<file path="src/lsu_pkg.sv">
`default_nettype none

package lsu_pkg;

    localparam int DATA_W    = 32;
    localparam int ADDR_W    = 12;
    localparam int STRB_W    = DATA_W / 8;
    localparam int RAM_WORDS = 1024;
    localparam int REG_W     = 5;

    typedef enum logic [3:0] {
        OP_LD_B,
        OP_LD_H,
        OP_LD_W,
        OP_LD_BU,
        OP_LD_HU,
        OP_ST_B,
        OP_ST_H,
        OP_ST_W
    } mem_op_e;

    typedef enum logic [1:0] {
        IDLE,
        SETUP,
        ACCESS
    } apb_state_e;

    typedef struct packed {
        logic              valid;
        mem_op_e           op;
        logic [ADDR_W-1:0] addr;
        logic [REG_W-1:0]  rd;
        logic              misalign;
    } mem1_mem2_t;

    typedef struct packed {
        logic              valid;
        logic              wreg;
        logic [REG_W-1:0]  rd;
        logic [DATA_W-1:0] data;
        logic              err;
    } wb_t;

    function automatic logic op_is_load(mem_op_e op);
        return (op == OP_LD_B) || (op == OP_LD_H) || (op == OP_LD_W) ||
               (op == OP_LD_BU) || (op == OP_LD_HU);
    endfunction

endpackage

`default_nettype wire
</file>
<file path="src/lsu_mem2.sv">
`timescale 1ns/1ns
`default_nettype none

module lsu_mem2
    import lsu_pkg::*;
(
    input  wire logic              clk,
    input  wire logic              rst,

    input  wire mem1_mem2_t        mem1_i,

    input  wire logic              data_ok_i,
    input  wire logic [DATA_W-1:0] rdata_i,

    input  wire logic              wb_ready_i,

    output logic                   advance_o,
    output logic                   advance_ready_o,

    output logic                   fwd_valid_o,
    output logic [REG_W-1:0]       fwd_rd_o,
    output logic [DATA_W-1:0]      fwd_data_o,

    output wb_t                    wb_o
);
    mem1_mem2_t        m2;
    wb_t               wb_q;
    wb_t               res;
    logic              data_already_ok;
    logic [DATA_W-1:0] rdata_delay;
    logic [DATA_W-1:0] load_word;
    logic [7:0]        byte_lane;
    logic [15:0]       half_lane;
    logic              complete;
    logic              wb_room;

    assign complete        = m2.misalign || data_ok_i || data_already_ok;
    assign wb_room         = !wb_q.valid || wb_ready_i;
    assign advance_ready_o = !m2.valid || (complete && wb_room);
    assign advance_o       = advance_ready_o && (m2.valid || mem1_i.valid);

    always_ff @(posedge clk) begin
        if (rst) begin
            m2.valid <= 1'b0;
        end else if (advance_o) begin
            m2 <= mem1_i;
        end
    end

    // a response that lands while write-back is blocked is kept here
    always_ff @(posedge clk) begin
        if (rst || advance_o) begin
            data_already_ok <= 1'b0;
            rdata_delay     <= '0;
        end else if (data_ok_i) begin
            data_already_ok <= 1'b1;
            rdata_delay     <= rdata_i;
        end
    end

    assign load_word = rdata_delay | rdata_i;
    assign byte_lane = load_word[{m2.addr[1:0], 3'b000} +: 8];
    assign half_lane = m2.addr[1] ? load_word[31:16] : load_word[15:0];

    always_comb begin
        res.valid = m2.valid;
        res.rd    = m2.rd;
        res.err   = m2.misalign;
        res.wreg  = op_is_load(m2.op) && !m2.misalign;
        res.data  = '0;
        if (res.wreg) begin
            case (m2.op)
                OP_LD_B:  res.data = {{(DATA_W-8){byte_lane[7]}}, byte_lane};
                OP_LD_BU: res.data = {{(DATA_W-8){1'b0}}, byte_lane};
                OP_LD_H:  res.data = {{(DATA_W-16){half_lane[15]}}, half_lane};
                OP_LD_HU: res.data = {{(DATA_W-16){1'b0}}, half_lane};
                OP_LD_W:  res.data = load_word;
                default:  res.data = '0;
            endcase
        end
    end

    assign fwd_valid_o = m2.valid && complete && res.wreg;
    assign fwd_rd_o    = m2.rd;
    assign fwd_data_o  = res.data;

    always_ff @(posedge clk) begin
        if (rst) begin
            wb_q.valid <= 1'b0;
        end else if (advance_o && m2.valid) begin
            wb_q <= res;
        end else if (wb_ready_i) begin
            wb_q.valid <= 1'b0;
        end
    end

    assign wb_o = wb_q;

    // the bus only answers for an aligned entry that is still waiting
    a_data_ok_owned: assert property (@(posedge clk) disable iff (rst)
        data_ok_i |-> (m2.valid && !m2.misalign && !data_already_ok));

endmodule

`default_nettype wire

</file>
<file path="config.mk">
export PLATFORM = sky130hd
export DESIGN_NAME = lsu_mem2
export DESIGN_NICKNAME = d
export VERILOG_FILES = /design/src/lsu_pkg.sv /design/src/lsu_mem2.sv
export SDC_FILE = /design/constraint.sdc
export NUM_CORES = 1
export LEC_CHECK = 0
export ABC_AREA = 1
export BUFFER_PORTS_ARGS = -buffer_cell sky130_fd_sc_hd__buf_2
export CORE_MARGIN = 8
export CORE_UTILIZATION = 46
export CTS_CLUSTER_DIAMETER = 120
export DETAILED_ROUTE_END_ITERATION = 6
export GPL_TIMING_DRIVEN = 0
export PLACE_DENSITY_LB_ADDON = 0.05
export SYNTH_ARGS = -nofsm -noshare
export SYNTH_HDL_FRONTEND = slang
export SYNTH_SLANG_ARGS = --single-unit
</file>
<file path="constraint.sdc">
create_clock -name clk -period 2.7 [get_ports clk]
set_clock_uncertainty 0.1 [all_clocks]
set_input_delay 0.135 -clock clk [delete_from_list [all_inputs] [get_ports clk]]
set_output_delay 0.135 -clock clk [all_outputs]
set_load 0.05 [all_outputs]
</file>
==> reports/metrics.csv <==
stage,metric,value,unit
clocking,total setup buffers inserted after CTS,0,
placed_design,PortBufs,127,
finish,fin nets,758,
pwr,Leak,2.61,nW
global_route,first-pass GRT wire length,21000,um
pwr,pwr dens,498,nW/um2
route,initial DRC count,259,
global_route,vias in the first global route,4092,
global_route,pin count of the biggest net entering global routing,35,
logic_synthesis,Post-synth EDFFs,51,
route,first-pass detailed-route iteration total,5,
timing,max-slew violation count,0,
critical_path,WP data arrival,2.33,ns
critical_path,R2R Setup Slk,0.75,ns
logic_synthesis,"Cell Area, Synth",4360,um2
worst_hold_path,end of the worst hold path,m2[22]$_SDFFE_PP0N_,
critical_path,crit path launch type,register,
finish,layout cells sized above 1,34.9,%
finish,"non-filler cells, final",815,
pwr,Combinational Power Share,17.3,%
global_route,gr usage total,20.6,%
critical_path,Worst R2R Path Depth,6,
placed_design,routability-driven placement congestion ratio,0.880,
floorplanning,die span in y,113,um
critical_path,crit path kind,reg2out,
logic_synthesis,Yosys Warn Count,0,
floorplanning,Core ar.,9200,um2
floorplanning,full die area,12800,um2
clocking,CTS tree,built,
timing,final worst path period need,2.57,ns
logic_synthesis,Post-Syn Area per Cell,8.54,um2
clocking,clock-pin slew on the worst setup and hold paths,0.09,ns
critical_path,"Data required, critical path",2.47,ns
pwr,P_int,0.00206,W
timing,fin crit share,95.0,%
logic_synthesis,ys flop type,edfxtp_1,
pwr,clock power share,33.3,%
logic_synthesis,"top cells by count, synth","117 x nand2_1, 85 x nor2_1, 53 x a21oi_1, 51 x edfxtp_1, 39 x buf_4",
clocking,CTS Root Cell,clkbuf_8,
logic_synthesis,number of synthesized register bits,86,
logic_synthesis,most common cell in the synthesized netlist,nand2_1,
route,Post-Route WL,13200,um
floorplanning,chip width,113,um
worst_hold_path,cell count of the worst hold path,6,
floorplanning,initial core utilization,47.4,%
pwr,Flop pwr share,49.4,%
placed_design,DP HPWL,9540,um
finish,ant diodes,0,
clocking,total CTS buffers,9,
run,total of max-cap violations,0,
route,wire per inst,16.2,um
floorplanning,I/O Pins,139,
outcome,status,"complete, no violations",
clocking,worst-case clock buffer depth,2,
timing,Worst-Margin Slew,0.921,ns
route,via count,4117,
placed_design,DP Cell Count,749,
timing,"Hold Vio Cnt, Final",0,
logic_synthesis,Mapped Nets,569,
logic_synthesis,"Async S/R FF share, synth",0,%
route,via density per instance,5.05,
route,post-route antenna net violation count,0,
logic_synthesis,synth unique cells,21,
logic_synthesis,sequential area share after synthesis,51.2,%
critical_path,Worst Setup End Kind,output pin,
global_route,grt ovf,0,
pwr,NetSw,0.000878,W
timing,endpoints failing setup,0,
finish,area growth from synthesis to layout,35.2,%
worst_hold_path,Hold Path Origin,wb_ready_i,
logic_synthesis,Synth area leaders,"edfxtp_1 35%, dfxtp_1 16%, nand2_1 10%",
clocking,Max H-tree Level,3,
clocking,CTS Sinks,86,
floorplanning,row cnt,35,
worst_hold_path,Worst Hold Class,in2reg,
critical_path,Reg2Reg Launch Point,data_already_ok$_SDFFE_PP0P_,
timing,hold slack,0.125,ns
logic_synthesis,share of the synthesized area in the top cell type,35.1,%
timing,Slew HR,38.4,%
timing,RSZ-0062 raised after global routing,yes,
logic_synthesis,Synth Instances,510,
critical_path,R2R Path End,fwd_rd_o[4]$_DFFE_PP_,
route,DRC viols,0,
timing,fmax,0.390,GHz
pwr,Max VDD drop,0.000339,V
critical_path,CP Max Fanout,10,
logic_synthesis,post-synth top area cell,edfxtp_1,
pwr,Sw Ratio,29.9,%
global_route,initial antenna violation count,0,
clocking,Worst-Skew Late Latency,0.36,ns
power groups by stage:
stage                     registers (W)  logic, W  clock network, W
final                           0.00145  0.000508          0.000977
after global routing            0.00146  0.000551           0.00104
after CTS                       0.00145  0.000502          0.000998
after detailed placement        0.00148  0.000444                 0
after global placement          0.00148  0.000436                 0
after floorplan                 0.00152  0.000260                 0
worst max-delay path, cell delays in order (launching register included):
cell      delay [ns]
edfxtp_1        0.44
nor2_1          0.12
nand3_1         0.11
nand2_1         0.08
nand2_1         0.24
buf_2           0.31
a21oi_1         0.26
buf_4           0.16
buf_2           0.25
sequential cells by signal (all words and copies together), names as in the netlist:
signal,flops
m2,8
wb_o,40
fwd_rd_o,5
rdata_delay,32
data_already_ok,1
kinds of logic (layout without fill, tap and decap cells):
family	count (synthesis)	count (layout)	share of synthesized area, %
and+or+nand+nor	233	233	22.1
AOI/OAI and AO/OA	116	116	16.0
DFF	86	86	51.2
buffers and inverters	75	269	10.7
layout by cell type, fill, tap and decap left out, types with 3 or more instances in the layout:
cell and n:
nand2_2 6, inv_1 12, inv_6 3, buf_2 134
clkbuf_1 8, dfxtp_1 35, o21ai_0 32, nand2_1 116
edfxtp_1 51, buf_4 40, clkbuf_8 9, dlygate4sd3_1 50
a21oi_2 33, buf_6 4, nand3_1 20, a21oi_1 50
clkbuf_2 3, nor2_1 84
worst max-delay path by stage:
stage | startpoint | to | slack [ns] | depth (start not counted)
2_1_floorplan | wb_o[39]$_SDFFE_PP0P_ | wb_o[0]$_DFFE_PP_ | 0.39 | 3
3_3_place_gp | data_already_ok$_SDFFE_PP0P_ | wb_o[10]$_DFFE_PP_ | -0.02 | 4
3_5_place_dp | m2[7]$_DFFE_PP_ | fwd_data_o[1] | 0.38 | 8
4_1_cts | m2[21]$_DFFE_PP_ | fwd_data_o[4] | 0.02 | 8
5_1_grt | m2[21]$_DFFE_PP_ | fwd_data_o[28] | -0.003 | 8
6_report | m2[19]$_DFFE_PP_ | fwd_data_o[6] | 0.13 | 8
routing by layer:
layer,vias to the layer above,global-route usage [%],wire [um]
met1,1888,25.0,5520
li1,2034,-,-
met3,24,5.86,1040
met4,0,8.61,403
met5,-,0,0
met2,171,33.7,6220
through the flow:
stage	util, %	setup WS [ns]	TNS, ns	instance area [um2]	power (W)
after floorplan	-	0.392	0	4360	0.00178
after global placement	55.8	-0.0189	-0.596	5130	0.00192
after detailed placement	56.1	0.380	0	5160	0.00193
after CTS	63.9	0.0190	0	5870	0.00295
after global routing	64.1	-0.00288	-0.00429	5890	0.00305
final	64.1	0.134	0	5890	0.00294
area by class of cell:
class / count / area [um2]
Fill cell: 796 / 3300
Sequential cell: 86 / 2230
Multi-Input combinational cell: 349 / 1680
Timing Repair Buffer: 178 / 1160
Buffer: 62 / 423
Tap cell: 111 / 139
Clock buffer: 9 / 124
Clock inverter: 7 / 86.3
Inverter: 13 / 48.8
repair_timing:
item | 4_1_cts | 5_1_grt
hold buffers | 50 | 0
gates resized for setup | 1 | 12
hold endpoints to repair | 47 | 0
pin swaps | 0 | 0
setup endpoints to repair | 1 | 16
Note: power is estimated with default switching activity, not from simulation.
