==> config.mk <==
export PLATFORM = sky130hd
export DESIGN_NAME = lsu_apb_master_flat
export DESIGN_NICKNAME = d
export VERILOG_FILES = /design/src/lsu_pkg.sv /design/src/apb_if.sv /design/src/lsu_apb_master.sv /design/src/flat_wrapper.sv
export SDC_FILE = /design/constraint.sdc
export NUM_CORES = 1
export LEC_CHECK = 0
export BUFFER_PORTS_ARGS = -buffer_cell sky130_fd_sc_hd__buf_4
export CAP_MARGIN = 20
export CORE_MARGIN = 2
export CORE_UTILIZATION = 46
export CTS_BUF_LIST = sky130_fd_sc_hd__clkbuf_4 sky130_fd_sc_hd__clkbuf_8
export DETAILED_ROUTE_END_ITERATION = 6
export GPL_ROUTABILITY_DRIVEN = 0
export HOLD_SLACK_MARGIN = 0.1
export PLACE_DENSITY = 0.91
export SLEW_MARGIN = 20
export SYNTH_ARGS = -nofsm -noshare
export SYNTH_HDL_FRONTEND = slang
export SYNTH_SLANG_ARGS = --single-unit
==> constraint.sdc <==
create_clock -name clk -period 2.9 [get_ports clk]
set_input_delay 0.725 -clock clk [delete_from_list [all_inputs] [get_ports clk]]
set_output_delay 0.725 -clock clk [all_outputs]
set_load 0.01 [all_outputs]
==> src/lsu_pkg.sv <==
`default_nettype none

package lsu_pkg;

    localparam int DATA_W    = 32;
    localparam int ADDR_W    = 12;
    localparam int STRB_W    = DATA_W / 8;
    localparam int RAM_WORDS = 1024;
    localparam int REG_W     = 5;

    typedef enum logic [3:0] {
        OP_LD_B,
        OP_LD_H,
        OP_LD_W,
        OP_LD_BU,
        OP_LD_HU,
        OP_ST_B,
        OP_ST_H,
        OP_ST_W
    } mem_op_e;

    typedef enum logic [1:0] {
        IDLE,
        SETUP,
        ACCESS
    } apb_state_e;

    typedef struct packed {
        logic              valid;
        mem_op_e           op;
        logic [ADDR_W-1:0] addr;
        logic [REG_W-1:0]  rd;
        logic              misalign;
    } mem1_mem2_t;

    typedef struct packed {
        logic              valid;
        logic              wreg;
        logic [REG_W-1:0]  rd;
        logic [DATA_W-1:0] data;
        logic              err;
    } wb_t;

    function automatic logic op_is_load(mem_op_e op);
        return (op == OP_LD_B) || (op == OP_LD_H) || (op == OP_LD_W) ||
               (op == OP_LD_BU) || (op == OP_LD_HU);
    endfunction

endpackage

`default_nettype wire
==> src/apb_if.sv <==
`timescale 1ns/1ns
`default_nettype none

interface apb_if
    import lsu_pkg::*;
();
    logic [ADDR_W-1:0] paddr;
    logic              psel;
    logic              penable;
    logic              pwrite;
    logic [DATA_W-1:0] pwdata;
    logic [STRB_W-1:0] pstrb;
    logic [DATA_W-1:0] prdata;
    logic              pready;

    modport master (
        output paddr, psel, penable, pwrite, pwdata, pstrb,
        input  prdata, pready
    );

    modport slave (
        input  paddr, psel, penable, pwrite, pwdata, pstrb,
        output prdata, pready
    );

endinterface

`default_nettype wire

==> src/lsu_apb_master.sv <==
`timescale 1ns/1ns
`default_nettype none

module lsu_apb_master
    import lsu_pkg::*;
(
    input  wire logic              clk,
    input  wire logic              rst,

    input  wire logic              issue_i,
    input  wire logic [ADDR_W-1:0] issue_addr_i,
    input  wire logic              issue_write_i,
    input  wire logic [DATA_W-1:0] issue_wdata_i,
    input  wire logic [STRB_W-1:0] issue_strb_i,

    output logic                   data_ok_o,
    output logic [DATA_W-1:0]      rdata_o,

    apb_if.master                  apb
);
    apb_state_e        state;
    logic [ADDR_W-1:0] addr_q;
    logic              write_q;
    logic [DATA_W-1:0] wdata_q;
    logic [STRB_W-1:0] strb_q;
    logic              xfer_done;

    assign xfer_done = (state == ACCESS) && apb.pready;

    always_ff @(posedge clk) begin
        if (rst) begin
            state <= IDLE;
        end else begin
            case (state)
                IDLE:    if (issue_i) state <= SETUP;
                SETUP:   state <= ACCESS;
                ACCESS:  if (apb.pready) state <= IDLE;
                default: state <= IDLE;
            endcase
        end
    end

    always_ff @(posedge clk) begin
        if (issue_i) begin
            addr_q  <= issue_addr_i;
            write_q <= issue_write_i;
            wdata_q <= issue_wdata_i;
            strb_q  <= issue_strb_i;
        end
    end

    // rdata_o stays zero outside the pulse so mem2 can OR it in
    always_ff @(posedge clk) begin
        if (rst) begin
            data_ok_o <= 1'b0;
            rdata_o   <= '0;
        end else begin
            data_ok_o <= xfer_done;
            rdata_o   <= xfer_done ? apb.prdata : '0;
        end
    end

    assign apb.psel    = (state != IDLE);
    assign apb.penable = (state == ACCESS);
    assign apb.paddr   = addr_q;
    assign apb.pwrite  = write_q;
    assign apb.pwdata  = wdata_q;
    assign apb.pstrb   = write_q ? strb_q : '0;

    a_issue_when_idle: assert property (@(posedge clk) disable iff (rst)
        issue_i |-> (state == IDLE));

    // address holds for the whole transfer
    a_paddr_stable: assert property (@(posedge clk) disable iff (rst)
        (apb.psel && !(apb.penable && apb.pready)) |=> (apb.psel && $stable(apb.paddr)));

endmodule

`default_nettype wire

==> src/flat_wrapper.sv <==
// flat-port wrapper written by rule: the top's interface ports become plain ports
module lsu_apb_master_flat import lsu_pkg::*;
  (clk, rst, issue_i, issue_addr_i, issue_write_i, issue_wdata_i, issue_strb_i, data_ok_o, rdata_o, apb_paddr, apb_psel, apb_penable, apb_pwrite, apb_pwdata, apb_pstrb, apb_prdata, apb_pready);
  apb_if apb_i ();
  input  wire logic clk;
  input  wire logic rst;
  input  wire logic issue_i;
  input  wire logic [ADDR_W-1:0] issue_addr_i;
  input  wire logic issue_write_i;
  input  wire logic [DATA_W-1:0] issue_wdata_i;
  input  wire logic [STRB_W-1:0] issue_strb_i;
  output logic data_ok_o;
  output logic [DATA_W-1:0] rdata_o;
  output wire logic [$bits(apb_i.paddr)-1:0] apb_paddr;
  output wire logic [$bits(apb_i.psel)-1:0] apb_psel;
  output wire logic [$bits(apb_i.penable)-1:0] apb_penable;
  output wire logic [$bits(apb_i.pwrite)-1:0] apb_pwrite;
  output wire logic [$bits(apb_i.pwdata)-1:0] apb_pwdata;
  output wire logic [$bits(apb_i.pstrb)-1:0] apb_pstrb;
  input wire logic [$bits(apb_i.prdata)-1:0] apb_prdata;
  input wire logic [$bits(apb_i.pready)-1:0] apb_pready;
  assign apb_paddr = apb_i.paddr;
  assign apb_psel = apb_i.psel;
  assign apb_penable = apb_i.penable;
  assign apb_pwrite = apb_i.pwrite;
  assign apb_pwdata = apb_i.pwdata;
  assign apb_pstrb = apb_i.pstrb;
  assign apb_i.prdata = apb_prdata;
  assign apb_i.pready = apb_pready;
  lsu_apb_master u_core (.clk(clk), .rst(rst), .issue_i(issue_i), .issue_addr_i(issue_addr_i), .issue_write_i(issue_write_i), .issue_wdata_i(issue_wdata_i), .issue_strb_i(issue_strb_i), .data_ok_o(data_ok_o), .rdata_o(rdata_o), .apb(apb_i));
endmodule
==> results of run 1 <==
## critical path, cell delays in order, from the launching register on
cell and delay, ns:
dfxtp_1 0.34, or2_2 0.32, buf_4 0.16
## layout by cell type (no fill, tap or decap), drive strengths merged
master	n
inv	1
buf	168
clkbuf	12
dfxtp	35
nor2	1
edfxtp	49
and4bb	1
nor3b	2
clkinv	2
or2	1
bufinv	1
and2	36
nor2b	1
a21o	1
## metrics by stage
step,util (%),hold slack [ns],setup slack [ns],instance area [um2]
after floorplan,-,0.5594,1.526,2486
after global placement,73.49,0.5489,1.315,3801
after detailed placement,73.49,0.5801,1.271,3801
after CTS,77.46,0.5402,1.009,4006
after global routing,77.46,0.5319,0.9872,4006
final,77.46,0.5514,1.021,4006
## area by class of cell
cell class | instances | area, um2 | area share, %
sequential | 84 | 2172 | 54.22
timing repair buffer | 168 | 1261 | 31.48
multi-input combinational | 43 | 280.3 | 6.996
clock buffer | 12 | 158.9 | 3.966
tap | 70 | 87.58 | 2.186
clock inverter | 4 | 46.29 | 1.156
## where the power goes
part / internal [mW] / leakage [nW] / switching (mW) / total, mW
clock: 0.453 / 0.110 / 0.390 / 0.843
combinational: 0.149 / 0.964 / 0.0917 / 0.240
sequential: 1.33 / 0.762 / 0.0176 / 1.35
## logic make-up after synthesis
kind of cell,synth area share [%]
DFF,87.37
AOI/OAI and AO/OA,0.3021
buffers and inverters,1.359
and+or+nand+nor,10.97
## registers in the layout (all words and copies together), names as in the netlist
register	count
u_core.apb.pwdata	32
u_core.rdata_o	32
u_core.apb.paddr	12
u_core.strb_q	4
u_core.state	2
u_core.apb.pwrite	1
u_core.data_ok_o	1
## routing by layer
layer  global-route usage (%)  vias up  share of wire [%]
li1                         -      799                  -
met5                        0        -                  0
met4                    11.96        0                2.5
met1                    17.32      799                 31
met2                    42.09      107                 57
met3                    8.953       12                9.7
## worst paths after layout
check,startpoint,endpoint,cells past startpoint
worst max-delay path,u_core.state[0]$_SDFFE_PP0P_,apb_psel,2
worst min register to register,u_core.state[0]$_SDFFE_PP0P_,u_core.state[0]$_SDFFE_PP0P_,2
worst min-delay path,issue_wdata_i[2],u_core.apb.pwdata[2]$_DFFE_PP_,1
worst max register to register,u_core.state[0]$_SDFFE_PP0P_,u_core.rdata_o[22]$_SDFF_PP0_,2
==> results.py, run 1 <==
metrics = {
    "outcome": {
        "run_status": "complete, no violations",
    },
    "grt": {
        "grt_max_degree": 51,
        "grt_pass1_wl_um": 9301,
        "globalRouteTotalUtil_pct": 21.48,
        "via_count_of_the_first_global_routing_pass": 1914,
        "grt_remaining_overflow": 0,
        "antenna_found_initial": 0,
    },
    "place": {
        "placed_cells": 365,
        "place_hpwl_um": 4575,
        "io_buffers": 168,
    },
    "drt": {
        "drc_errors": 0,
        "vias_per_cell": 4.507,
        "firstDrtPassIters": 4,
        "detailroute.via_count": 1717,
        "drt.antenna.violating_nets": 0,
        "dr.first_iter.drc_count": 41,
        "wl_per_cell_um": 16.57,
        "wl_um": 6315,
    },
    "synth": {
        "average_cell_area_after_synthesis_um2": 19.12,
        "post-synth-top-area-fraction_pct": 59.18,
        "most_frequent_cell_after_synthesis": "edfxtp_1",
        "ys.warnings.count": 0,
        "syn-instance-count": 130,
        "synthTopCellsByCount": "edfxtp_1, and2_1, dfxtp_1, buf_6, nor3b_1",
        "synth.top_cells.by_area": "edfxtp_1, dfxtp_1, and2_1",
        "synthesis.nets": 215,
        "synth_cell_types": 10,
        "synth_seq_area_share_pct": 87.37,
        "synth_async_sr_flop_share_pct": 0,
        "synth.largest_area_cell": "edfxtp_1",
        "syn-cell-area_um2": 2486,
        "synth_top_flop_cell": "edfxtp_1",
        "ys_seq_elements": 84,
        "synth_edf_count": 49,
    },
    "cts": {
        "cts_buffer_depth": 2,
        "ctsRootBufferMaster": "clkbuf_8",
        "clkSinkCount": 84,
        "tritoncts": "yes",
        "tritoncts.num_buffers": 9,
        "cts_setup_buffers": 0,
        "post_cts_resize_count": 0,
        "hold_buffers": 0,
        "worst_skew_pair.late_latency_ns": 0.34,
        "clk_transition_reported_paths_ns": 0.08,
        "cts_max_level": 3,
    },
    "setup_path": {
        "worstPathRequired_ns": 2.17,
        "end_kind": "output pin",
        "critPathKind": "reg -> out",
        "r2r_slack_ns": 1.79,
        "worstPathMaxFanout": 4,
        "critPathArrivalTime_ns": 1.15,
        "cp-start-kind": "flip-flop",
    },
    "layout": {
        "antennaDiodeCount": 0,
        "relative_area_change_from_synthesis_to_final_layout_pct": 61.15,
        "fraction_of_final_layout_cells_sized_beyond_drive_strength_1_pct": 59.81,
        "layoutNonFillerInstCount": 381,
        "net_count_final": 391,
        "fill_count": 328,
    },
    "flow_run": {
        "cap_violations": 0,
    },
    "timing": {
        "skew_ns": 0.01096,
        "clock.fmax_mhz": 532.2,
        "grt_setup_unrepaired": "no",
        "period_needed_ns": 1.879,
        "timing.final.hold_violations": 0,
        "final_min_period_over_clock_period_pct": 64.79,
        "final-max-slew-violation-count": 0,
        "final_sum_of_negative_setup_slack_ns": 0,
        "relSlewSlack_pct": 61.37,
        "worst_pin_slew_ns": 0.5794,
        "setup_viol_count_final": 0,
    },
    "floorplan": {
        "die_width_um": 77.52,
        "floorplan.die_area_um2": 6009,
        "initial_utilization_pct": 48.06,
        "num_rows": 26,
        "io_pins": 169,
        "design.core.area_um2": 5172,
        "die_h_um": 77.52,
    },
    "power": {
        "power.density_nw_per_um2": 606.1,
        "ir_drop_mv": 0.4650,
        "static-leakage-power_nw": 1.837,
        "overall_power_of_the_completed_layout_mw": 2.428,
    },
    "min_path": {
        "holdCritPathClass": "in -> reg",
    },
}
Power figures use the tool's default switching activity.
==> inputs of run 2 (changes only) <==
--- a/config.mk
+++ b/config.mk
@@ -8,12 +8,12 @@
 export BUFFER_PORTS_ARGS = -buffer_cell sky130_fd_sc_hd__buf_4
 export CAP_MARGIN = 20
 export CORE_MARGIN = 2
-export CORE_UTILIZATION = 46
+export CORE_UTILIZATION = 42
 export CTS_BUF_LIST = sky130_fd_sc_hd__clkbuf_4 sky130_fd_sc_hd__clkbuf_8
 export DETAILED_ROUTE_END_ITERATION = 6
 export GPL_ROUTABILITY_DRIVEN = 0
 export HOLD_SLACK_MARGIN = 0.1
-export PLACE_DENSITY = 0.91
+export PLACE_DENSITY = 0.85
 export SLEW_MARGIN = 20
 export SYNTH_ARGS = -nofsm -noshare
 export SYNTH_HDL_FRONTEND = slang
==> constraint.sdc (replaced) <==
create_clock -name clk -period 1.9 [get_ports clk]
set_input_delay 0.475 -clock clk [delete_from_list [all_inputs] [get_ports clk]]
set_output_delay 0.475 -clock clk [all_outputs]
set_load 0.01 [all_outputs]
==> results.py, run 2 (synthesis gave the netlist of run 1 again) <==
metrics = {
    "cts": {
        "ctsRootBufferMaster": "clkbuf_8",
        "hold_buffers": 0,
        "cts_buffer_depth": 2,
        "worst_skew_pair.late_latency_ns": 0.33,
        "clkSinkCount": 84,
        "cts_max_level": 3,
        "post_cts_resize_count": 0,
        "tritoncts": "yes",
        "cts_setup_buffers": 0,
        "clk_transition_reported_paths_ns": 0.08,
        "tritoncts.num_buffers": 9,
    },
    "drt": {
        "wl_um": 5348,
        "firstDrtPassIters": 4,
        "detailroute.via_count": 1651,
        "vias_per_cell": 4.277,
        "drc_errors": 0,
        "dr.first_iter.drc_count": 76,
        "wl_per_cell_um": 13.85,
        "drt.antenna.violating_nets": 0,
    },
    "timing": {
        "setup_ws_ns": 0.3126,
        "period_needed_ns": 1.587,
        "skew_ns": 0.004573,
        "final_min_period_over_clock_period_pct": 83.55,
        "final-max-slew-violation-count": 0,
        "timing.final.hold_violations": 0,
        "clock.fmax_mhz": 630.0,
        "worst_pin_slew_ns": 0.5810,
        "final_sum_of_negative_setup_slack_ns": 0,
        "setup_viol_count_final": 0,
        "relSlewSlack_pct": 61.26,
        "grt_setup_unrepaired": "no",
    },
    "grt": {
        "globalRouteTotalUtil_pct": 15.76,
        "via_count_of_the_first_global_routing_pass": 1551,
        "antenna_found_initial": 0,
        "grt_max_degree": 51,
        "grt_pass1_wl_um": 7383,
        "grt_remaining_overflow": 0,
    },
    "floorplan": {
        "die_width_um": 80.94,
        "floorplan.die_area_um2": 6550,
        "die_h_um": 80.94,
        "io_pins": 169,
        "design.core.area_um2": 5816,
        "num_rows": 28,
        "initial_utilization_pct": 42.75,
    },
    "outcome": {
        "run_status": "complete, no violations",
    },
    "setup_path": {
        "cp-start-kind": "flip-flop",
        "critPathKind": "reg -> out",
        "worstPathMaxFanout": 4,
        "end_kind": "output pin",
        "critPathArrivalTime_ns": 1.11,
        "worstPathRequired_ns": 1.42,
    },
    "min_path": {
        "holdCritPathClass": "in -> reg",
    },
    "place": {
        "pre_cts_setup_slack_ns": 0.5156,
        "place_hpwl_um": 4169,
        "io_buffers": 168,
    },
    "power": {
        "ir_drop_mv": 0.6135,
        "power.density_nw_per_um2": 923.7,
        "static-leakage-power_nw": 1.829,
        "overall_power_of_the_completed_layout_mw": 3.711,
    },
    "layout": {
        "relative_area_change_from_synthesis_to_final_layout_pct": 61.60,
        "net_count_final": 391,
        "antennaDiodeCount": 0,
        "final_cell_mix": "buf_4, edfxtp_1, and2_1",
        "layout.cells.most_common": "buf_4",
        "fraction_of_final_layout_cells_sized_beyond_drive_strength_1_pct": 58.84,
    },
    "flow_run": {
        "cap_violations": 0,
    },
}
## run 2: cell types whose count changed in the layout (fill, tap and decap cells not counted), sizes merged
cell,delta
bufinv,+1
clkbuf,-2
clkinv,+1
clkinvlp,+1
inv,-1
## run 2: final timing paths
path | from | to | slack [ns] | cells after the start
setup reg to reg | u_core.state[0]$_SDFFE_PP0P_ | u_core.rdata_o[14]$_SDFF_PP0_ | 0.84 | 2
hold reg to reg | u_core.state[1]$_SDFFE_PP0P_ | u_core.state[0]$_SDFFE_PP0P_ | 0.57 | 2
setup / recovery | u_core.state[0]$_SDFFE_PP0P_ | apb_psel | 0.31 | 2
hold / removal | issue_wdata_i[13] | u_core.apb.pwdata[13]$_DFFE_PP_ | 0.32 | 1
## run 2: cell type report
| class | instances | area [um2] |
|---|---|---|
| timing repair buffer | 168 | 1261 |
| tap | 75 | 93.84 |
| multi-input combinational | 43 | 280.3 |
| clock buffer | 10 | 131.4 |
| fill | 420 | 1798 |
| sequential | 84 | 2172 |
| clock inverter | 6 | 78.83 |
## run 2: power breakdown
part           total (mW)  internal, mW  switching (mW)  leakage, nW
logic               0.359         0.226           0.132        0.964
registers            2.06          2.03          0.0294        0.762
clock network        1.30         0.742           0.554        0.102
## run 2: layer usage
layer,track usage (%),vias to the layer above,wire [um]
met4,8.136,0,68
met1,16.59,735,1832
met3,6.778,8,717
li1,-,799,-
met2,26.78,109,2730
met5,0,-,0
## run 2: critical path, stage by stage (launching register included)
cell	delay [ns]
dfxtp_1	0.33
or2_2	0.31
buf_4	0.15
## run 2: through the flow
stage | hold slack [ns] | util [%] | std cells | cell area [um2]
6_report | 0.3190 | 69.08 | 386 | 4018
5_1_grt | 0.2916 | 69.08 | 386 | 4018
4_1_cts | 0.2983 | 69.08 | 386 | 4018
3_5_place_dp | 0.5482 | 65.47 | 370 | 3807
3_3_place_gp | 0.5425 | 65.47 | 370 | 3807
2_1_floorplan | 0.5511 | - | 130 | 2486
