### src/lsu_pkg.sv
`default_nettype none

package lsu_pkg;

    localparam int DATA_W    = 32;
    localparam int ADDR_W    = 12;
    localparam int STRB_W    = DATA_W / 8;
    localparam int RAM_WORDS = 1024;
    localparam int REG_W     = 5;

    typedef enum logic [3:0] {
        OP_LD_B,
        OP_LD_H,
        OP_LD_W,
        OP_LD_BU,
        OP_LD_HU,
        OP_ST_B,
        OP_ST_H,
        OP_ST_W
    } mem_op_e;

    typedef enum logic [1:0] {
        IDLE,
        SETUP,
        ACCESS
    } apb_state_e;

    typedef struct packed {
        logic              valid;
        mem_op_e           op;
        logic [ADDR_W-1:0] addr;
        logic [REG_W-1:0]  rd;
        logic              misalign;
    } mem1_mem2_t;

    typedef struct packed {
        logic              valid;
        logic              wreg;
        logic [REG_W-1:0]  rd;
        logic [DATA_W-1:0] data;
        logic              err;
    } wb_t;

    function automatic logic op_is_load(mem_op_e op);
        return (op == OP_LD_B) || (op == OP_LD_H) || (op == OP_LD_W) ||
               (op == OP_LD_BU) || (op == OP_LD_HU);
    endfunction

endpackage

`default_nettype wire
### src/lsu_mem1.sv
`timescale 1ns/1ns
`default_nettype none

module lsu_mem1
    import lsu_pkg::*;
(
    input  wire logic              clk,
    input  wire logic              rst,

    input  wire logic              req_valid_i,
    input  wire mem_op_e           req_op_i,
    input  wire logic [ADDR_W-1:0] req_addr_i,
    input  wire logic [DATA_W-1:0] req_wdata_i,
    input  wire logic [REG_W-1:0]  req_rd_i,
    output logic                   req_ready_o,

    input  wire logic              advance_i,
    input  wire logic              advance_ready_i,

    output logic                   issue_o,
    output logic [ADDR_W-1:0]      issue_addr_o,
    output logic                   issue_write_o,
    output logic [DATA_W-1:0]      issue_wdata_o,
    output logic [STRB_W-1:0]      issue_strb_o,

    output mem1_mem2_t             mem1_o
);
    logic              m1_valid;
    mem_op_e           m1_op;
    logic [ADDR_W-1:0] m1_addr;
    logic [DATA_W-1:0] m1_wdata;
    logic [REG_W-1:0]  m1_rd;
    logic              misalign;

    // mem1 frees up in the same cycle its entry moves on
    assign req_ready_o = !m1_valid || advance_ready_i;

    always_ff @(posedge clk) begin
        if (rst) begin
            m1_valid <= 1'b0;
        end else if (req_valid_i && req_ready_o) begin
            m1_valid <= 1'b1;
        end else if (advance_i) begin
            m1_valid <= 1'b0;
        end
    end

    always_ff @(posedge clk) begin
        if (req_valid_i && req_ready_o) begin
            m1_op    <= req_op_i;
            m1_addr  <= req_addr_i;
            m1_wdata <= req_wdata_i;
            m1_rd    <= req_rd_i;
        end
    end

    always_comb begin
        misalign = 1'b0;
        case (m1_op)
            OP_LD_H, OP_LD_HU, OP_ST_H: misalign = m1_addr[0];
            OP_LD_W, OP_ST_W:           misalign = |m1_addr[1:0];
            default:                    misalign = 1'b0;
        endcase
    end

    // strobes and store data moved onto the addressed byte lanes
    always_comb begin
        issue_strb_o  = '0;
        issue_wdata_o = m1_wdata;
        case (m1_op)
            OP_ST_B: begin
                issue_strb_o  = STRB_W'(4'b0001) << m1_addr[1:0];
                issue_wdata_o = m1_wdata << {m1_addr[1:0], 3'b000};
            end
            OP_ST_H: begin
                issue_strb_o  = STRB_W'(4'b0011) << {m1_addr[1], 1'b0};
                issue_wdata_o = m1_wdata << {m1_addr[1], 4'b0000};
            end
            OP_ST_W: issue_strb_o = '1;
            default: issue_strb_o = '0;
        endcase
    end

    assign issue_o       = advance_i && m1_valid && !misalign;
    assign issue_addr_o  = m1_addr;
    assign issue_write_o = !op_is_load(m1_op);

    assign mem1_o.valid    = m1_valid;
    assign mem1_o.op       = m1_op;
    assign mem1_o.addr     = m1_addr;
    assign mem1_o.rd       = m1_rd;
    assign mem1_o.misalign = misalign;

    // a misaligned store never reaches the bus with its strobes
    a_no_misaligned_issue: assert property (@(posedge clk) disable iff (rst)
        issue_o |-> ((issue_strb_o != '1) || (issue_addr_o[1:0] == 2'b00)) &&
                    (((issue_strb_o != STRB_W'(4'b0011)) &&
                      (issue_strb_o != STRB_W'(4'b1100))) || !issue_addr_o[0]));

endmodule

`default_nettype wire

### config.mk
export PLATFORM = sky130hd
export DESIGN_NAME = lsu_mem1
export DESIGN_NICKNAME = d
export VERILOG_FILES = /design/src/lsu_pkg.sv /design/src/lsu_mem1.sv
export SDC_FILE = /design/constraint.sdc
export NUM_CORES = 1
export LEC_CHECK = 0
export ABC_CLOCK_PERIOD_IN_PS = 2500
export BUFFER_PORTS_ARGS = -buffer_cell sky130_fd_sc_hd__buf_4
export CORE_ASPECT_RATIO = 1.2
export CORE_UTILIZATION = 46
export CTS_CLUSTER_SIZE = 12
export DETAILED_ROUTE_END_ITERATION = 7
export MAX_ROUTING_LAYER = met4
export PLACE_DENSITY = 0.81
export SYNTH_ARGS = -nofsm -noshare
export SYNTH_HDL_FRONTEND = slang
export SYNTH_SLANG_ARGS = --single-unit
### constraint.sdc
create_clock -name clk -period 2.5 [get_ports clk]
set_input_delay 0.25 -clock clk [delete_from_list [all_inputs] [get_ports clk]]
set_output_delay 0.25 -clock clk [all_outputs]
set_load 0.01 [all_outputs]
==> flow_summary.ini, run 1 <==
[clock_tree]
cts_inserted_buffers = 5
insertion_delay_ps = 300
hold_buffers = 0
tritoncts = built
clk_pin_slew_ps = 90
ctsLongestPathBuffers = 2
cts_root_buf = clkbuf_8
htree_levels = 2
cts_sinks = 54

[placed_design]
placed_area_um2 = 3590
port_buffers = 131
detailedPlacementHpwl_um = 4930
placed_cells_incl_taps = 390
gp_congestion = 0.839
dp_worst_setup_slack_ps = 286

[floorplanning]
core.rowCount = 29
core_um2 = 5370
fp.dieArea_um2 = 6000
ios = 132
start_util_pct = 48.8
die_w_um = 70.9
fp.dieH_um = 84.7

[global_routing]
grt_max_degree = 30
grt_pass1_wl_um = 10300
track_usage_pct = 23.2
grt_pass1_vias = 2171
antenna_found_initial = 0
gr-total-overflow = 0

[worst_setup_path]
worst-path-max-fanout = 8
criticalPathCategory = reg2out
slowest_delay_ps = 510
crit_chain = buf_4 -> nand2b_1 -> o22a_1 -> nand2b_2 -> and2_1 -> buf_4
slowest_stage = edfxtp_1
crit_top_cell = buf_4
worstPathArrival_ps = 2100
crit_path_start_kind = register
cp-end-kind = primary output
worstPathRequired_ps = 2250

[min_path]
hold_class = in2reg

[finish]
utilization_pct = 69.2
nFillCells = 411
n_antenna_cell = 0
area_growth_syn_to_layout_pct = 41.8
fin_area_um2 = 3710
fin_cells = 402
drive_gt1_share_pct = 45.9
nets = 397

[timing]
finalCritPeriodShare_pct = 93.9
rsz0062_at_grt = no
holdWs_ps = 91.3
skew_ps = 4.07
setup_slack_ps = 154
finalMaxSlewViolations = 0
slew_headroom_pct = 53.8
fin_crit_ps = 2350
tightest_slew_ps = 692
setup_tns_ps = 0
setup_viol = 0
fmax_mhz = 426
hold_violations = 0

[run]
drv_cap = 0

[detailed_routing]
wl_per_cell_um = 16.8
antenna_left = 0
avgViaCountPerCell = 5.49
drc_errors = 0
drt-initial-drc-count = 160
drtPass1Iterations = 7
vias = 2206
wl_um = 6740

[synth]
synth_fp_nets = 272
ys_warn_count = 0
synth_top_area_cell = edfxtp_1
synth.distinct_cells = 31
synth_top_area_share_pct = 60.8
syn_area_um2 = 2620
synth_area_leaders = edfxtp_1 61%, a22oi_1 6.9%, buf_4 4.9%
ys_seq_area_share_pct = 61.5
yosys_register_bits = 54
avgSynthCellArea_um2 = 12.2
synth_cells = 214

[pwr]
total_power_mw = 2.00
p_leak_nw = 1.55
power_density_nw_per_um2 = 538
peakVddDrop_mv = 0.498

[status]
status = completed
==> power by group <==
group / internal (mW) / switching (mW) / leakage, nW
sequential: 1.06 / 0.0451 / 0.522
clock: 0.193 / 0.274 / 0.0432
combinational: 0.226 / 0.198 / 0.980
total: 1.48 / 0.518 / 1.55
==> repair_timing <==
action | CTS | global route
setup buffers | 2 | 2
endpoints found under the setup margin | 2 | 23
pin swaps | 1 | 0
resized for setup | 0 | 4
==> final cells by class <==
cell class	instances	area [um^2]	share of cell area, %
Clock buffer	5	68.8	1.85
Clock inverter	3	16.3	0.438
Inverter	4	15.0	0.404
Multi-Input combinational cell	132	846	22.8
Sequential cell	54	1610	43.4
Tap cell	62	77.6	2.09
Timing Repair Buffer	142	1080	29.0
==> flip-flops by register name (all words and copies together), names as in the netlist <==
name and flops:
issue_addr_o 12, m1_valid 1, m1_op 4, m1_wdata 32, m1_rd 5
==> cell families after synthesis <==
kind of cell              after synthesis  share of synthesized area [%]
AOI/OAI and AO/OA                      75                           19.3
buffers and inverters                  28                           6.64
and+or+nand+nor                        47                           8.84
muxes                                   7                           2.68
xor gates and xnor gates                3                           1.00
DFF                                    54                           61.5
==> synth_stat cells <==
master,instances
a2111oi_2,1
a2111oi_4,1
a211oi_1,1
a21oi_1,8
a221oi_1,1
a22oi_1,24
and2_1,9
buf_2,4
buf_4,17
clkbuf_1,3
dfxtp_1,1
edfxtp_1,53
inv_1,4
mux2i_1,7
nand2_1,23
nand2b_1,5
nand2b_2,1
nand3_1,1
nand4bb_1,1
nor2_1,4
nor2b_1,2
nor3_1,1
o211ai_1,7
o21a_1,1
o21ai_0,18
o21ai_1,10
o21ai_2,1
o22a_1,1
o32ai_1,1
xnor2_1,1
xor2_1,2
==> worst max-delay path, delay by kind of cell (launching register included) <==
kind,cells,cell delay (ps)
buffers and inverters,2,350
and+or+nand+nor,3,620
AOI/OAI and AO/OA,1,300
DFF,1,510
==> final timing paths <==
kind | startpoint | endpoint | slack, ps | depth (start not counted)
max | m1_op[0] | issue_wdata_o[0] | 150 | 6
min | rst | m1_valid | 90 | 2
max reg2reg | m1_valid | m1_wdata[27] | 860 | 3
min reg2reg | m1_valid | m1_valid | 560 | 2
==> cells in the final DEF (no fill, tap or decap), types with 2 or more instances in the layout <==
cell and n:
and2_1 8, a21oi_1 8, nand2b_1 4, o21ai_0 18, edfxtp_1 53, o211ai_1 7, o21ai_1 10, xor2_1 2
inv_1 4, mux2i_1 7, buf_4 141, nor2b_1 2, clkbuf_8 5, a22oi_1 24, clkinv_1 2, nand2_1 22
nor2_1 4
==> routing by layer <==
metal	up-vias	GRT usage (%)	share of wire, %	routed length, um
met2	104	40.3	54	3630
met3	12	4.20	6.3	427
met5	-	-	0	0
li1	1048	-	-	-
met1	1042	26.6	38	2550
met4	0	8.73	2.0	135
Power figures use the tool's default switching activity.
==> run 2, diff against run 1 <==
==> config.mk (replaced) <==
export PLATFORM = sky130hd
export DESIGN_NAME = lsu_mem1
export DESIGN_NICKNAME = d
export VERILOG_FILES = /design/src/lsu_pkg.sv /design/src/lsu_mem1.sv
export SDC_FILE = /design/constraint.sdc
export NUM_CORES = 1
export LEC_CHECK = 0
export ABC_CLOCK_PERIOD_IN_PS = 2000
export BUFFER_PORTS_ARGS = -buffer_cell sky130_fd_sc_hd__buf_4
export CORE_ASPECT_RATIO = 1.2
export CORE_UTILIZATION = 41
export CTS_CLUSTER_SIZE = 12
export DETAILED_ROUTE_END_ITERATION = 7
export MAX_ROUTING_LAYER = met4
export PLACE_DENSITY = 0.76
export SETUP_SLACK_MARGIN = 0.2
export SYNTH_ARGS = -nofsm -noshare
export SYNTH_HDL_FRONTEND = slang
export SYNTH_SLANG_ARGS = --single-unit
==> constraint.sdc (replaced) <==
create_clock -name clk -period 2 [get_ports clk]
set_input_delay 0.2 -clock clk [delete_from_list [all_inputs] [get_ports clk]]
set_output_delay 0.2 -clock clk [all_outputs]
set_load 0.01 [all_outputs]
==> flow_summary.ini, run 2 (synthesis results as in run 1) <==
[pwr]
peakVddDrop_mv = 0.529
pwr-share-seq_pct = 53.3
clkPwrFrac_pct = 22.0
combinationalPowerShare_pct = 24.8
p_leak_nw = 1.73
switchingPower_uw = 675
total_power_mw = 2.60
swShare_pct = 26.0
power_density_nw_per_um2 = 625
intPower_mw = 1.92

[timing]
hold_violations = 0
setup_tns_ps = -3670
slew_headroom_pct = 78.4
fmax_mhz = 462
rsz0062_at_grt = yes
fin_crit_ps = 2170
finalMaxSlewViolations = 0
setup_viol = 34
finalCritPeriodShare_pct = 108
setup_slack_ps = -166
tightest_slew_ps = 324
skew_ps = 4.99

[floorplanning]
core_um2 = 6090
start_util_pct = 43.0
die_w_um = 75.0
fp.dieH_um = 89.5
core.rowCount = 31
ios = 132
fp.dieArea_um2 = 6710

[worst_setup_path]
crit_path_start_kind = register
worstPathRequired_ps = 1800
cp-startpoint = m1_op[1]
r2r.worst_path.cells = 3
r2r_slack_ps = 790
r2r-start = m1_valid
cp-end-kind = primary output
worst-path-max-fanout = 7
worstPathArrival_ps = 1970
criticalPathCategory = reg2out
r2r-end = m1_wdata[21]

[detailed_routing]
vias = 2295
wl_um = 7310
drc_errors = 0
wl_per_cell_um = 16.5
antenna_left = 0
drtPass1Iterations = 4
drt-initial-drc-count = 132
avgViaCountPerCell = 5.17

[finish]
fin_cells = 444
nFillCells = 467
layout_common_cells = 146 x buf_4, 53 x edfxtp_1, 22 x nand2_1
drive_gt1_share_pct = 57.7
largest_reg_flops = 32
nets = 419
n_antenna_cell = 0
area_growth_syn_to_layout_pct = 58.5
final_common_cell = buf_4
top_register = m1_wdata
utilization_pct = 68.2
fin_area_um2 = 4150

[global_routing]
grt_pass1_vias = 2223
grt_pass1_wl_um = 10600
track_usage_pct = 22.2
grt_max_degree = 55
antenna_found_initial = 0
gr-total-overflow = 0

[clock_tree]
cts_sinks = 54
hold_buffers = 0
cts_root_buf = clkbuf_8
ctsLongestPathBuffers = 2
cts_inserted_buffers = 5
clk_pin_slew_ps = 90
htree_levels = 2
tritoncts = built
insertion_delay_ps = 300

[min_path]
hold_depth = 2
hold_class = in2reg
min_from = rst
hold_path_end = m1_valid

[placed_design]
placed_cells_incl_taps = 420
placed_area_um2 = 3690
detailedPlacementHpwl_um = 5030
port_buffers = 131
gp_congestion = 0.757

[status]
violations = setup timing
status = complete, but fails checks

[run]
drv_cap = 0
-- run 2: routing by layer --
metal  wire length [um]  vias to the layer above  track usage [%]  part of all wire [%]
li1                   -                     1091                -                     -
met1               2760                     1099             25.8                    38
met2               3960                       94             38.9                    54
met3                483                       11             3.27                   6.6
met4                106                        0             7.89                   1.5
met5                  0                        -                -                     0
-- run 2: worst max-delay path by stage --
stage,to,slack [ps]
finish,issue_wdata_o[19],-170
global route,issue_wdata_o[19],-260
CTS,issue_wdata_o[30],-150
detailed placement,issue_wdata_o[1],40
global placement,issue_wdata_o[19],60
floorplan,issue_wdata_o[30],240
-- run 2: area by class of cell --
| type | count | area, um^2 | share of cell area [%] |
|---|---|---|---|
| clock inverters | 3 | 16.3 | 0.392 |
| clock buffers | 5 | 68.8 | 1.66 |
| multi-input cells | 132 | 1040 | 25.0 |
| flip-flops and latches | 54 | 1610 | 38.8 |
| well taps | 82 | 103 | 2.47 |
| inverters | 4 | 15.0 | 0.362 |
| repair buffers | 164 | 1300 | 31.3 |
-- run 2: stage by stage --
| stage | hold WS, ps | setup WS (ps) |
|---|---|---|
| 2_1_floorplan | 272 | 240 |
| 3_3_place_gp | 358 | 62.4 |
| 3_5_place_dp | 363 | 44.2 |
| 4_1_cts | 35.3 | -149 |
| 5_1_grt | 40.9 | -263 |
| 6_report | 41.7 | -166 |
-- run 2: timing repair --
item / CTS / global route
endpoints found under the setup margin: 34 / 39
gates cloned: 1 / 1
buffers inserted: 13 / 1
gates resized for setup: 52 / 18
pin swaps: 18 / 8
-- run 2: power by group through the flow --
stage	sequential (mW)	clock (mW)	combinational [mW]
floorplan	1.40	0	0.249
global placement	1.40	0	0.535
detailed placement	1.40	0	0.545
CTS	1.38	0.589	0.625
global route	1.39	0.614	0.687
finish	1.38	0.570	0.643
-- run 2: critical path: stages (launching register included) --
cell and delay, ps:
edfxtp_1 520, buf_4 180, nand2b_4 70, a2111oi_4 350, buf_4 210, a22oi_1 60, o21ai_1 110, buf_4 150
==> run 3, diff against run 2 <==
--- a/config.mk
+++ b/config.mk
@@ -8,6 +8,7 @@
 export ABC_CLOCK_PERIOD_IN_PS = 2000
 export BUFFER_PORTS_ARGS = -buffer_cell sky130_fd_sc_hd__buf_4
 export CORE_ASPECT_RATIO = 1.2
+export CORE_MARGIN = 4
 export CORE_UTILIZATION = 41
 export CTS_CLUSTER_SIZE = 12
 export DETAILED_ROUTE_END_ITERATION = 7
==> flow_summary.ini, run 3 (synthesis results as in run 1) <==
[status]
status = complete, but fails checks
violations = setup timing

[placed_design]
dp_worst_setup_slack_ps = 61.0
placed_area_um2 = 3680
gp_congestion = 0.804
detailedPlacementHpwl_um = 5390
port_buffers = 131

[finish]
area_growth_syn_to_layout_pct = 58.6
n_antenna_cell = 0
final_common_cell = buf_4
largest_reg_flops = 32
nets = 422
fin_area_um2 = 4150
top_register = m1_wdata
layout_common_cells = 152 x buf_4, 53 x edfxtp_1, 24 x a22oi_1
utilization_pct = 67.8
drive_gt1_share_pct = 57.5

[pwr]
power_density_nw_per_um2 = 639
swShare_pct = 25.7
pwr-share-seq_pct = 51.9
switchingPower_uw = 683
peakVddDrop_mv = 0.503
clkPwrFrac_pct = 23.4
combinationalPowerShare_pct = 24.7
intPower_mw = 1.97
p_leak_nw = 1.76
total_power_mw = 2.65

[worst_setup_path]
crit_chain = nand2b_4 -> o21a_4 -> buf_6 -> mux2i_1 -> o211ai_1 -> buf_4
crit_buf_inv = 2
criticalPathCategory = reg2out
worstPathArrival_ps = 1960
slowest_delay_ps = 530
r2r.worst_path.cells = 3
slowest_stage = edfxtp_1
worstPathRequired_ps = 1800
worst-path-max-fanout = 6
cp-end-kind = primary output
crit_family = flip-flops
r2r-end = m1_wdata[21]
r2r_slack_ps = 550
crit_path_start_kind = register
r2r-start = m1_valid

[global_routing]
gr-total-overflow = 0
groute.layer.met3.usage_pct = 3.40
grt_pass1_wl_um = 11700
track_usage_pct = 20.7
grt_busiest_layer = met2
antenna_found_initial = 0
grt_pass1_vias = 2390
grt_max_degree = 41
grt_use_met2_pct = 35.8
use_met1_pct = 23.9

[timing]
setup_viol = 32
hold_violations = 0
finalMaxSlewViolations = 0
rsz0062_at_grt = yes
setup_tns_ps = -2490
slew_headroom_pct = 75.7
finalCritPeriodShare_pct = 108
skew_ps = 7.96
fin_crit_ps = 2160
fmax_mhz = 462
setup_slack_ps = -164
tightest_slew_ps = 365

[min_path]
hold_path_end = m1_valid
hold_depth = 2
hold_class = in2reg
min_from = rst

[clock_tree]
insertion_delay_ps = 300
htree_levels = 2
ctsLongestPathBuffers = 2
cts_root_buf = clkbuf_8
cts_sinks = 54
cts_inserted_buffers = 5
clk_pin_slew_ps = 90
tritoncts = built
hold_buffers = 0

[floorplanning]
die_w_um = 81.0
core_um2 = 6130
fp.dieArea_um2 = 7730
core.rowCount = 31
fp.dieH_um = 95.5
start_util_pct = 42.7
ios = 132

[detailed_routing]
drc_errors = 0
avgViaCountPerCell = 5.21
wl_per_cell_um = 17.5
drtPass1Iterations = 5
wl_um = 7820
antenna_left = 0
vias = 2330
drt-initial-drc-count = 104

[run]
drv_cap = 0
-- run 3: cell types whose count changed in the layout (fill, tap and decap cells not counted), sizes merged --
cell | previous run | this run
bufbuf | 0 | 1
clkinv | 3 | 0
clkinvlp | 0 | 1
buf | 164 | 166
clkbuf | 5 | 7
-- run 3: power groups by stage --
stage          clock (mW)  combinational (mW)  sequential [mW]
6_report            0.622               0.655             1.38
5_1_grt             0.695               0.703             1.39
4_1_cts             0.644               0.609             1.37
3_5_place_dp            0               0.546             1.40
3_3_place_gp            0               0.536             1.40
2_1_floorplan           0               0.249             1.40
-- run 3: layout make-up --
type	instances	area, um^2
clock inverter	1	8.76
timing repair buffer	167	1340
fill	473	1970
clock buffer	7	86.3
tap	82	103
multi-input combinational	132	988
sequential	54	1610
inverter	4	18.8
-- run 3: how the worst max path moves through the flow --
| stage | startpoint | to | slack [ps] | cells after the start |
|---|---|---|---|---|
| final | m1_op[0] | issue_wdata_o[24] | -160 | 6 |
| after CTS | m1_op[0] | issue_wdata_o[24] | -100 | 6 |
| after global routing | m1_op[0] | issue_wdata_o[24] | -250 | 6 |
| after detailed placement | m1_op[1] | issue_wdata_o[6] | 60 | 5 |
| after floorplan | m1_op[3] | issue_wdata_o[30] | 240 | 5 |
| after global placement | m1_op[1] | issue_wdata_o[6] | 120 | 5 |
-- run 3: timing repair --
| item | CTS | global route |
|---|---|---|
| pin swaps | 12 | 11 |
| buffers inserted | 11 | 9 |
| resized for setup | 34 | 25 |
| cloned | 1 | 0 |
| setup endpoints to repair | 37 | 38 |
-- run 3: metrics by stage --
stage          instances  hold WS, ps
5_1_grt              447         30.3
4_1_cts              438         28.9
3_3_place_gp         418          357
3_5_place_dp         418          360
2_1_floorplan        214          272
6_report             447         39.9
-- run 3: metal layers --
layer | up-vias | share of wire [%]
met2 | 110 | 55
met3 | 8 | 6.5
li1 | 1094 | -
met1 | 1118 | 37
met4 | 0 | 1.5
met5 | - | 0
-- run 3: worst reg2reg max path, stage by stage, from the launching register on --
cell and delay, ps:
dfxtp_1 350, nand2b_1 100, and2_2 380, buf_12 290
